===== src/logic/norm_defs.svh =====
/*
 * normalization engine shared constants
 * data, count and APB address widths plus the register map offsets
 */

`ifndef NORM_DEFS_SVH
`define NORM_DEFS_SVH

// operand and result width in bits
`define NORM_DATA_W 32

// zero count width, enough to index every bit of the operand
`define NORM_CNT_W 5

// APB address width, the register map spans four 32-bit words
`define NORM_ADDR_W 4

// register offsets, sized to the APB address width
`define NORM_REG_CTRL    4'h0
`define NORM_REG_OPERAND 4'h4
`define NORM_REG_RESULT  4'h8
`define NORM_REG_STATUS  4'hC

`endif


===== src/logic/norm_pkg.sv =====
/*
 * normalization engine types
 * APB request and response bundles and the request and response
 * structs passed between the register block and the shift pipeline
 */

`include "norm_defs.svh"

package norm_pkg;

  // signals driven by the APB master
  typedef struct packed {
    logic [`NORM_ADDR_W-1:0] paddr;
    logic                    psel;
    logic                    penable;
    logic                    pwrite;
    logic [`NORM_DATA_W-1:0] pwdata;
  } apb_req_t;

  // signals returned by the slave, pready stays high since there are no wait states
  typedef struct packed {
    logic [`NORM_DATA_W-1:0] prdata;
    logic                    pready;
    logic                    pslverr;
  } apb_rsp_t;

  // one normalization job, mode 0 counts leading zeros and 1 trailing zeros
  typedef struct packed {
    logic                    valid;
    logic                    mode;
    logic [`NORM_DATA_W-1:0] operand;
  } norm_req_t;

  // finished job, zero marks an all-zero operand
  typedef struct packed {
    logic                    valid;
    logic [`NORM_DATA_W-1:0] result;
    logic [`NORM_CNT_W-1:0]  count;
    logic                    zero;
  } norm_rsp_t;

endpackage


===== src/logic/lzc.sv =====
/*
 * leading or trailing zero counter
 * MODE 0 counts zeros from the LSB, MODE 1 counts zeros from the MSB
 * empty_o flags an all-zero input, the count is then WIDTH minus one
 */

module lzc #(
  parameter int unsigned WIDTH     = 2,
  // 0 gives the trailing count, 1 the leading count
  parameter bit          MODE      = 1'b0,
  // derived from WIDTH, left at its default
  parameter int unsigned CNT_WIDTH = (WIDTH == 1) ? 1 : $clog2(WIDTH)
) (
  input  logic [WIDTH-1:0]     in_i,
  output logic [CNT_WIDTH-1:0] cnt_o,
  output logic                 empty_o
);

  if (WIDTH == 1) begin : gen_single_bit

    // a lone bit never has zeros in front of it
    assign cnt_o   = '0;
    assign empty_o = ~in_i[0];

  end else begin : gen_tree

    localparam int unsigned LEVELS = $clog2(WIDTH);
    // the tree is stored as a heap, node 0 is the root
    localparam int unsigned NODES  = 2**LEVELS - 1;

    logic [WIDTH-1:0]             in_ord;
    logic [NODES-1:0]             node_sel;
    logic [NODES-1:0][LEVELS-1:0] node_idx;

    // in leading mode the input is mirrored so that the search
    // always looks for the lowest set bit
    always_comb begin : reorder
      for (int unsigned i = 0; i < WIDTH; i++) begin
        in_ord[i] = MODE ? in_i[WIDTH-1-i] : in_i[i];
      end
    end

    for (genvar lvl = 0; lvl < LEVELS; lvl++) begin : gen_level
      localparam int unsigned BASE  = 2**lvl - 1;
      localparam int unsigned CHILD = 2**(lvl+1) - 1;

      for (genvar n = 0; n < 2**lvl; n++) begin : gen_node
        if (lvl == LEVELS-1) begin : gen_leaf
          localparam int unsigned LO = 2 * n;

          // the bottom level looks straight at pairs of input bits
          if (LO + 1 < WIDTH) begin : gen_pair
            assign node_sel[BASE+n] = in_ord[LO] | in_ord[LO+1];
            assign node_idx[BASE+n] = in_ord[LO] ? LEVELS'(LO) : LEVELS'(LO + 1);
          end else if (LO < WIDTH) begin : gen_single
            // odd width leaves one bit without a partner
            assign node_sel[BASE+n] = in_ord[LO];
            assign node_idx[BASE+n] = LEVELS'(LO);
          end else begin : gen_pad
            // padding beyond the input never wins
            assign node_sel[BASE+n] = 1'b0;
            assign node_idx[BASE+n] = '0;
          end
        end else begin : gen_inner
          // the lower half wins whenever it holds a set bit
          assign node_sel[BASE+n] = node_sel[CHILD+2*n] | node_sel[CHILD+2*n+1];
          assign node_idx[BASE+n] = node_sel[CHILD+2*n] ? node_idx[CHILD+2*n]
                                                        : node_idx[CHILD+2*n+1];
        end
      end
    end

    // the root carries the index of the first set bit
    assign cnt_o   = node_idx[0];
    assign empty_o = ~node_sel[0];

  end

endmodule


===== src/logic/norm_apb_regs.sv =====
/*
 * APB register block of the normalization engine
 * holds CTRL, issues a request per OPERAND write, captures the
 * response into RESULT and STATUS and raises done until RESULT is read
 */

`include "norm_defs.svh"

module norm_apb_regs (
  input  logic                clk_i,
  input  logic                rst_n_i,
  input  norm_pkg::apb_req_t  apb_req_i,
  output norm_pkg::apb_rsp_t  apb_rsp_o,
  output norm_pkg::norm_req_t req_o,
  input  norm_pkg::norm_rsp_t rsp_i,
  output logic                done_irq_o
);

  import norm_pkg::*;

  logic                    access;
  logic                    hit_ctrl;
  logic                    hit_operand;
  logic                    hit_result;
  logic                    hit_status;
  logic                    wr_ok;
  logic                    rd_ok;
  logic                    err;
  logic                    wr_acc;
  logic                    rd_acc;

  logic                    mode_q;
  norm_req_t               req_q;
  logic [`NORM_DATA_W-1:0] result_q;
  logic [`NORM_CNT_W-1:0]  count_q;
  logic                    zero_q;
  logic                    done_q;
  logic [1:0]              outst_q;
  logic                    busy;
  logic [`NORM_DATA_W-1:0] status_word;
  logic [`NORM_DATA_W-1:0] rdata;

  // the transfer completes in the access phase since pready is tied high
  assign access = apb_req_i.psel & apb_req_i.penable;

  // full address decode, so unaligned offsets fall through as unmapped
  assign hit_ctrl    = (apb_req_i.paddr == `NORM_REG_CTRL);
  assign hit_operand = (apb_req_i.paddr == `NORM_REG_OPERAND);
  assign hit_result  = (apb_req_i.paddr == `NORM_REG_RESULT);
  assign hit_status  = (apb_req_i.paddr == `NORM_REG_STATUS);

  // OPERAND is write-only, RESULT and STATUS are read-only
  assign wr_ok = hit_ctrl | hit_operand;
  assign rd_ok = hit_ctrl | hit_result | hit_status;
  assign err   = apb_req_i.pwrite ? ~wr_ok : ~rd_ok;

  // a rejected access touches no state
  assign wr_acc = access & apb_req_i.pwrite & ~err;
  assign rd_acc = access & ~apb_req_i.pwrite & ~err;

  // CTRL bit 0 selects leading or trailing mode
  always_ff @(posedge clk_i) begin
    if (!rst_n_i) begin
      mode_q <= 1'b0;
    end else if (wr_acc && hit_ctrl) begin
      mode_q <= apb_req_i.pwdata[0];
    end
  end

  // the request valid is a single cycle pulse right after the OPERAND write
  always_ff @(posedge clk_i) begin
    if (!rst_n_i) begin
      req_q.valid <= 1'b0;
    end else begin
      req_q.valid <= wr_acc & hit_operand;
    end
  end

  // the mode is sampled from CTRL at the time of the write
  always_ff @(posedge clk_i) begin
    if (wr_acc && hit_operand) begin
      req_q.mode    <= mode_q;
      req_q.operand <= apb_req_i.pwdata;
    end
  end

  assign req_o = req_q;

  // the newest response always overwrites the previous one
  always_ff @(posedge clk_i) begin
    if (!rst_n_i) begin
      result_q <= '0;
      count_q  <= '0;
      zero_q   <= 1'b0;
    end else if (rsp_i.valid) begin
      result_q <= rsp_i.result;
      count_q  <= rsp_i.count;
      zero_q   <= rsp_i.zero;
    end
  end

  // a response arriving with a RESULT read keeps done set
  always_ff @(posedge clk_i) begin
    if (!rst_n_i) begin
      done_q <= 1'b0;
    end else if (rsp_i.valid) begin
      done_q <= 1'b1;
    end else if (rd_acc && hit_result) begin
      done_q <= 1'b0;
    end
  end

  // requests in flight, the pipeline holds at most two
  always_ff @(posedge clk_i) begin
    if (!rst_n_i) begin
      outst_q <= 2'd0;
    end else begin
      case ({req_q.valid, rsp_i.valid})
        2'b10:   outst_q <= outst_q + 2'd1;
        2'b01:   outst_q <= outst_q - 2'd1;
        default: outst_q <= outst_q;
      endcase
    end
  end

  // busy already covers the issue cycle, before the counter moves
  assign busy = req_q.valid | (outst_q != 2'd0);

  assign status_word = {19'd0, count_q, 5'd0, busy, zero_q, done_q};

  // read data is driven only for an accepted read
  always_comb begin
    rdata = '0;
    if (rd_acc) begin
      if (hit_ctrl) begin
        rdata = {{(`NORM_DATA_W-1){1'b0}}, mode_q};
      end else if (hit_result) begin
        rdata = result_q;
      end else if (hit_status) begin
        rdata = status_word;
      end
    end
  end

  always_comb begin
    apb_rsp_o.prdata  = rdata;
    apb_rsp_o.pready  = 1'b1;
    apb_rsp_o.pslverr = access & err;
  end

  // the interrupt line mirrors the done bit
  assign done_irq_o = done_q;

endmodule


===== src/logic/norm_shift_pipe.sv =====
/*
 * two stage normalization pipeline
 * stage 1 counts the zeros on the side chosen by the mode
 * stage 2 shifts the operand by that count and presents the response
 */

`include "norm_defs.svh"

module norm_shift_pipe (
  input  logic                clk_i,
  input  logic                rst_n_i,
  input  norm_pkg::norm_req_t req_i,
  output norm_pkg::norm_rsp_t rsp_o
);

  import norm_pkg::*;

  logic [`NORM_CNT_W-1:0]  lead_cnt;
  logic [`NORM_CNT_W-1:0]  trail_cnt;
  logic                    lead_empty;
  logic [`NORM_CNT_W-1:0]  cnt_sel;

  logic                    s1_valid_q;
  logic                    s1_mode_q;
  logic [`NORM_DATA_W-1:0] s1_operand_q;
  logic [`NORM_CNT_W-1:0]  s1_cnt_q;
  logic                    s1_empty_q;

  logic [`NORM_DATA_W-1:0] shifted;
  norm_rsp_t               rsp_q;

  // leading zeros drive the left shift
  lzc #(
    .WIDTH (`NORM_DATA_W),
    .MODE  (1'b1)
  ) u_lzc_lead (
    .in_i    (req_i.operand),
    .cnt_o   (lead_cnt),
    .empty_o (lead_empty)
  );

  // trailing zeros drive the right shift
  lzc #(
    .WIDTH (`NORM_DATA_W),
    .MODE  (1'b0)
  ) u_lzc_trail (
    .in_i    (req_i.operand),
    .cnt_o   (trail_cnt),
    .empty_o ()
  );

  // mode 0 is leading, mode 1 is trailing
  assign cnt_sel = req_i.mode ? trail_cnt : lead_cnt;

  // each stage valid follows the one before it
  always_ff @(posedge clk_i) begin
    if (!rst_n_i) begin
      s1_valid_q  <= 1'b0;
      rsp_q.valid <= 1'b0;
    end else begin
      s1_valid_q  <= req_i.valid;
      rsp_q.valid <= s1_valid_q;
    end
  end

  // stage 1 holds the operand alongside its count
  // an all-zero operand is flagged the same way by either counter
  always_ff @(posedge clk_i) begin
    if (req_i.valid) begin
      s1_mode_q    <= req_i.mode;
      s1_operand_q <= req_i.operand;
      s1_cnt_q     <= cnt_sel;
      s1_empty_q   <= lead_empty;
    end
  end

  // left shift puts the top set bit at the MSB, right shift puts the
  // lowest set bit at bit 0
  assign shifted = s1_mode_q ? (s1_operand_q >> s1_cnt_q)
                             : (s1_operand_q << s1_cnt_q);

  // a zero operand reports count 0 instead of the counter's WIDTH minus one
  always_ff @(posedge clk_i) begin
    if (s1_valid_q) begin
      rsp_q.result <= s1_empty_q ? '0 : shifted;
      rsp_q.count  <= s1_empty_q ? '0 : s1_cnt_q;
      rsp_q.zero   <= s1_empty_q;
    end
  end

  assign rsp_o = rsp_q;

endmodule


===== src/logic/norm_top.sv =====
/*
 * normalization engine top level
 * the APB register block feeds the two stage shift pipeline and
 * collects its responses
 */

module norm_top (
  input  logic               clk_i,
  input  logic               rst_n_i,
  input  norm_pkg::apb_req_t apb_req_i,
  output norm_pkg::apb_rsp_t apb_rsp_o,
  output logic               done_irq_o
);

  import norm_pkg::*;

  // request toward the pipeline, one pulse per OPERAND write
  norm_req_t norm_req;
  // response back into the register block after two cycles
  norm_rsp_t norm_rsp;

  // register block decodes APB and owns all software visible state
  norm_apb_regs u_regs (
    .clk_i      (clk_i),
    .rst_n_i    (rst_n_i),
    .apb_req_i  (apb_req_i),
    .apb_rsp_o  (apb_rsp_o),
    .req_o      (norm_req),
    .rsp_i      (norm_rsp),
    .done_irq_o (done_irq_o)
  );

  // the pipeline takes every request, there is no back-pressure
  norm_shift_pipe u_pipe (
    .clk_i   (clk_i),
    .rst_n_i (rst_n_i),
    .req_i   (norm_req),
    .rsp_o   (norm_rsp)
  );

endmodule


===== config.mk =====
export PLATFORM = sky130hd
export DESIGN_NAME = norm_top
export DESIGN_NICKNAME = d
export VERILOG_FILES = /design/src/logic/norm_pkg.sv /design/src/logic/lzc.sv /design/src/logic/norm_apb_regs.sv /design/src/logic/norm_shift_pipe.sv /design/src/logic/norm_top.sv
export VERILOG_INCLUDE_DIRS = /design/src /design/src/logic
export SDC_FILE = /design/constraint.sdc
export NUM_CORES = 1
export LEC_CHECK = 0
export ABC_AREA = 1
export BUFFER_PORTS_ARGS = -buffer_cell sky130_fd_sc_hd__buf_2
export CORE_ASPECT_RATIO = 0.5
export CORE_UTILIZATION = 65
export CTS_CLUSTER_SIZE = 28
export DETAILED_ROUTE_END_ITERATION = 16
export PLACE_DENSITY = 0.86
export SLEW_MARGIN = 25
export SYNTH_ARGS = -nofsm -noshare
export SYNTH_HDL_FRONTEND = slang
export SYNTH_SLANG_ARGS = --single-unit

===== constraint.sdc =====
create_clock -name clk_i -period 6.6 [get_ports clk_i]
set_input_delay 0.33 -clock clk_i [delete_from_list [all_inputs] [get_ports clk_i]]
set_output_delay 0.33 -clock clk_i [all_outputs]
set_load 0.05 [all_outputs]

==> results by group <==
Worst setup path
  • Setup crit end kind: flip-flop
  • Most common cell on crit path: nand3_1
  • Worst Path Max Fanout: 65
  • Crit Path Category: flip-flop to flip-flop
  • Critical Path RT: 6.89 ns
  • Largest stage delay, worst path: 0.89 ns
  • WP depth: 9
  • Crit path max-delay family: buffers and inverters
  • Crit path DAT: 3.47 ns
  • Slowest cell on crit path: clkinv_2
  • Critical path cell sequence: buf_4 -> clkinv_2 -> nand3_1 -> nand3_1 -> nand3_1 -> nand3_1 -> nand3_1 -> nand2_1 -> inv_1
  • Reg2Reg Depth: 9
  • Buffers and inverters on the worst path: 3
  • CP Launch Type: flip-flop

Pwr
  • P_leak: 4.145 nW
  • Max IR drop VDD: 0.1489 mV
  • Power per cell area: 201.7 nW/um2

Timing
  • Max-Slew Margin vs Limit: 24.13%
  • Max Slew Vio Count: 0
  • Setup violators final: 0
  • Hold Worst Slack: 0.06573 ns
  • Slew @ Worst Pin: 1.137 ns
  • F_max: 314.8 MHz
  • Clk_skew: 0.01736 ns
  • Period minus WS final: 3.177 ns
  • Final hold vios: 0
  • Final period util: 48.13%
  • RSZ-0062 raised after global routing: false
  • Final TNS setup: 0 ns

Detailed routing
  • Vias: 9,128
  • Antenna viol nets, final: 0
  • Vias/cell: 6.300
  • First DRT Iteration DRCs: 1,588
  • Drt drc: 0
  • DR WL/cell: 18.37 um
  • Final WL: 26.62 mm
  • First-pass DRT Iterations: 8

Yosys
  • Synth top area cells: edfxtp_1 (36%), nand3_1 (23%), dfxtp_1 (9.7%), nand2_1 (7.9%), inv_1 (3.8%)
  • Compound-Gate Fraction of Synth Area: 7.530%
  • Yosys top cell by area: edfxtp_1
  • Yosys top cell area share: 35.69%
  • Post-synthesis simple-gate area fraction: 38.22%
  • XOR/XNOR Fraction of Synth Area: 0%
  • Yosys cell types: 38
  • Post-synthesis mux area share: 0%
  • Mapped cell area: 9255 um2
  • Post-Synthesis Cells: 1,217
  • Largest family of logic cells by synthesized area: simple AND/OR/NAND/NOR gates
  • Sequential share of the synthesized area: 45.42%
  • Yosys reg bits: 155
  • Warnings, synthesis: 0
  • Synthesized area per cell: 7.605 um2
  • Post-Synth Adder-Cell Area: 0.1352%
  • Mapped Nets: 1,259

Layout
  • N_diodes: 0
  • Number of nets in the layout: 1,286
  • Ratio of cells with drive above 1 in the final layout: 12.81%
  • Area growth, synth to finish: 9.207%

Clock network
  • Root buffer cell: clkbuf_16
  • CTS tree: yes
  • Post-CTS Setup Inserts: 0
  • Latest clock arrival within the worst-skew pair: 0.43 ns
  • Clock buffer count from CTS: 17
  • Hold bufs inserted after CTS: 0
  • CTS-repair resized insts: 0
  • H-tree Lvls: 4
  • CTS Sinks: 155
  • Max clock buf depth: 2
  • CTS clk-pin slew, worst paths: 0.08 ns

Floorplanning
  • # rows: 30
  • Placeable Area: 13,740 um2
  • Io pins: 76
  • DIE HEIGHT: 86.38 um
  • Initial Util: 67.37%
  • Die area: 14,750 um2
  • Chip width: 170.8 um

Outcome
  • Status: finished, final reports clean

Placement
  • PortBufs: 74
  • DP HPWL: 18.29 mm
  • Final GP Congestion: 1.002

GRT
  • Grt total ovfl: 0
  • Vias in the first global route: 7,818
  • Initial antenna violation count: 0
  • Largest net degree at the start of global routing: 67
  • Gr usage total: 36.79%
  • First-pass GRT wire length: 41.03 mm

Job
  • Max-cap violations: 0

Min path
  • Worst Hold Class: primary input to flip-flop
  • Hold depth: 1
==> Yosys cell counts <==
library cell  number
nand4_1           15
buf_8              2
o21ai_0           53
nor4_1             1
o22ai_1            1
a211oi_4           1
clkinv_2           1
dfxtp_1           45
inv_2              3
buf_1              7
o211ai_1           4
nand3_2            2
inv_8              1
o21ai_1            2
o31ai_1            3
buf_4              6
edfxtp_1         110
nor2_1            78
clkinv_1           2
o2bb2ai_1          3
o21a_1             1
nor3_1             3
conb_1             1
buf_6              7
a21oi_4            1
buf_2             27
a31oi_1            1
nand3b_4           1
ha_1               1
nand3_1          429
nand2_1          196
nor2_2            24
inv_1             94
o21ai_2            1
clkbuf_1          26
nand2_2            9
o21bai_1           1
a21oi_1           54
==> area by class of cell <==
type | instances | area [um2]
sequential | 155 | 4208
clock inverter | 14 | 123.9
tap | 192 | 240.2
multi-input combinational | 886 | 4255
timing repair buffer | 83 | 437.9
inverter | 101 | 391.6
clock buffer | 18 | 450.4
fill | 1061 | 3631
==> through the flow <==
stage	std cells	area, um2	power (mW)	util, %	worst slack, ns
after detailed placement	1417	9529	1.087	69.36	3.823
final	1449	10110	2.039	73.57	3.423
after global routing	1449	10110	2.085	73.57	3.147
after floorplan	1217	9255	1.071	-	3.834
after CTS	1449	10100	2.041	73.54	3.807
after global placement	1417	9524	1.085	69.33	3.820
==> registers in the layout, indices dropped and copies added (netlist names) <==
signal	flops
u_pipe.s1_empty_q	1
u_regs.result_q	32
u_regs.zero_q	1
u_regs.count_q	5
u_pipe.s1_mode_q	1
u_pipe.s1_operand_q	32
u_pipe.s1_valid_q	1
u_pipe.rsp_o	39
u_regs.outst_q	2
u_pipe.s1_cnt_q	5
u_regs.done_irq_o	1
u_regs.mode_q	1
u_regs.req_o	34
==> worst paths after layout <==
| path | from | to | slack [ns] |
|---|---|---|---|
| setup reg to reg | u_pipe.s1_cnt_q[1]$_DFFE_PP_ | u_pipe.rsp_o[35]$_SDFFCE_PP0P_ | 3.42 |
| setup / recovery | u_pipe.s1_cnt_q[1]$_DFFE_PP_ | u_pipe.rsp_o[35]$_SDFFCE_PP0P_ | 3.42 |
| hold / removal | apb_req_i[4] | u_regs.req_o[4]$_DFFE_PP_ | 0.07 |
| hold reg to reg | u_regs.result_q[5]$_SDFFE_PN0P_ | u_regs.result_q[5]$_SDFFE_PN0P_ | 0.47 |
==> logic make-up (layout without fill, tap and decap cells) <==
family	after synthesis	after routing
compound gates	126	126
flops	155	155
simple gates	758	758
buf+inv	176	216
fa+ha+maj	1	1
other cells	1	1
==> routing by layer <==
metal / global-route usage (%) / part of all wire (%) / vias up / routed length, um
li1: - / - / 4290 / -
met1: 52.57 / 44 / 4168 / 11670
met2: 54.25 / 42 / 620 / 11120
met3: 11.46 / 13 / 50 / 3389
met4: 9.419 / 1.7 / 0 / 444
met5: 0 / 0 / - / 0
==> cell usage in the layout, fill, tap and decap left out, types with 15 or more instances in the layout <==
cell	netlist	layout
nand3_1	429	429
nand2_1	196	196
edfxtp_1	110	110
inv_1	94	94
nor2_1	78	76
buf_2	27	74
a21oi_1	54	54
o21ai_0	53	53
dfxtp_1	45	44
nor2_2	24	26
clkbuf_16	0	18
nand4_1	15	15
==> power by group <==
group	switching (mW)	internal, mW	total, mW	leakage, nW
Clock	0.454	0.520	0.974	0.281
Sequential	0.000578	1.03	1.03	1.29
Combinational	0.0209	0.0124	0.0333	2.57
Note: power is estimated with default switching activity, not from simulation.
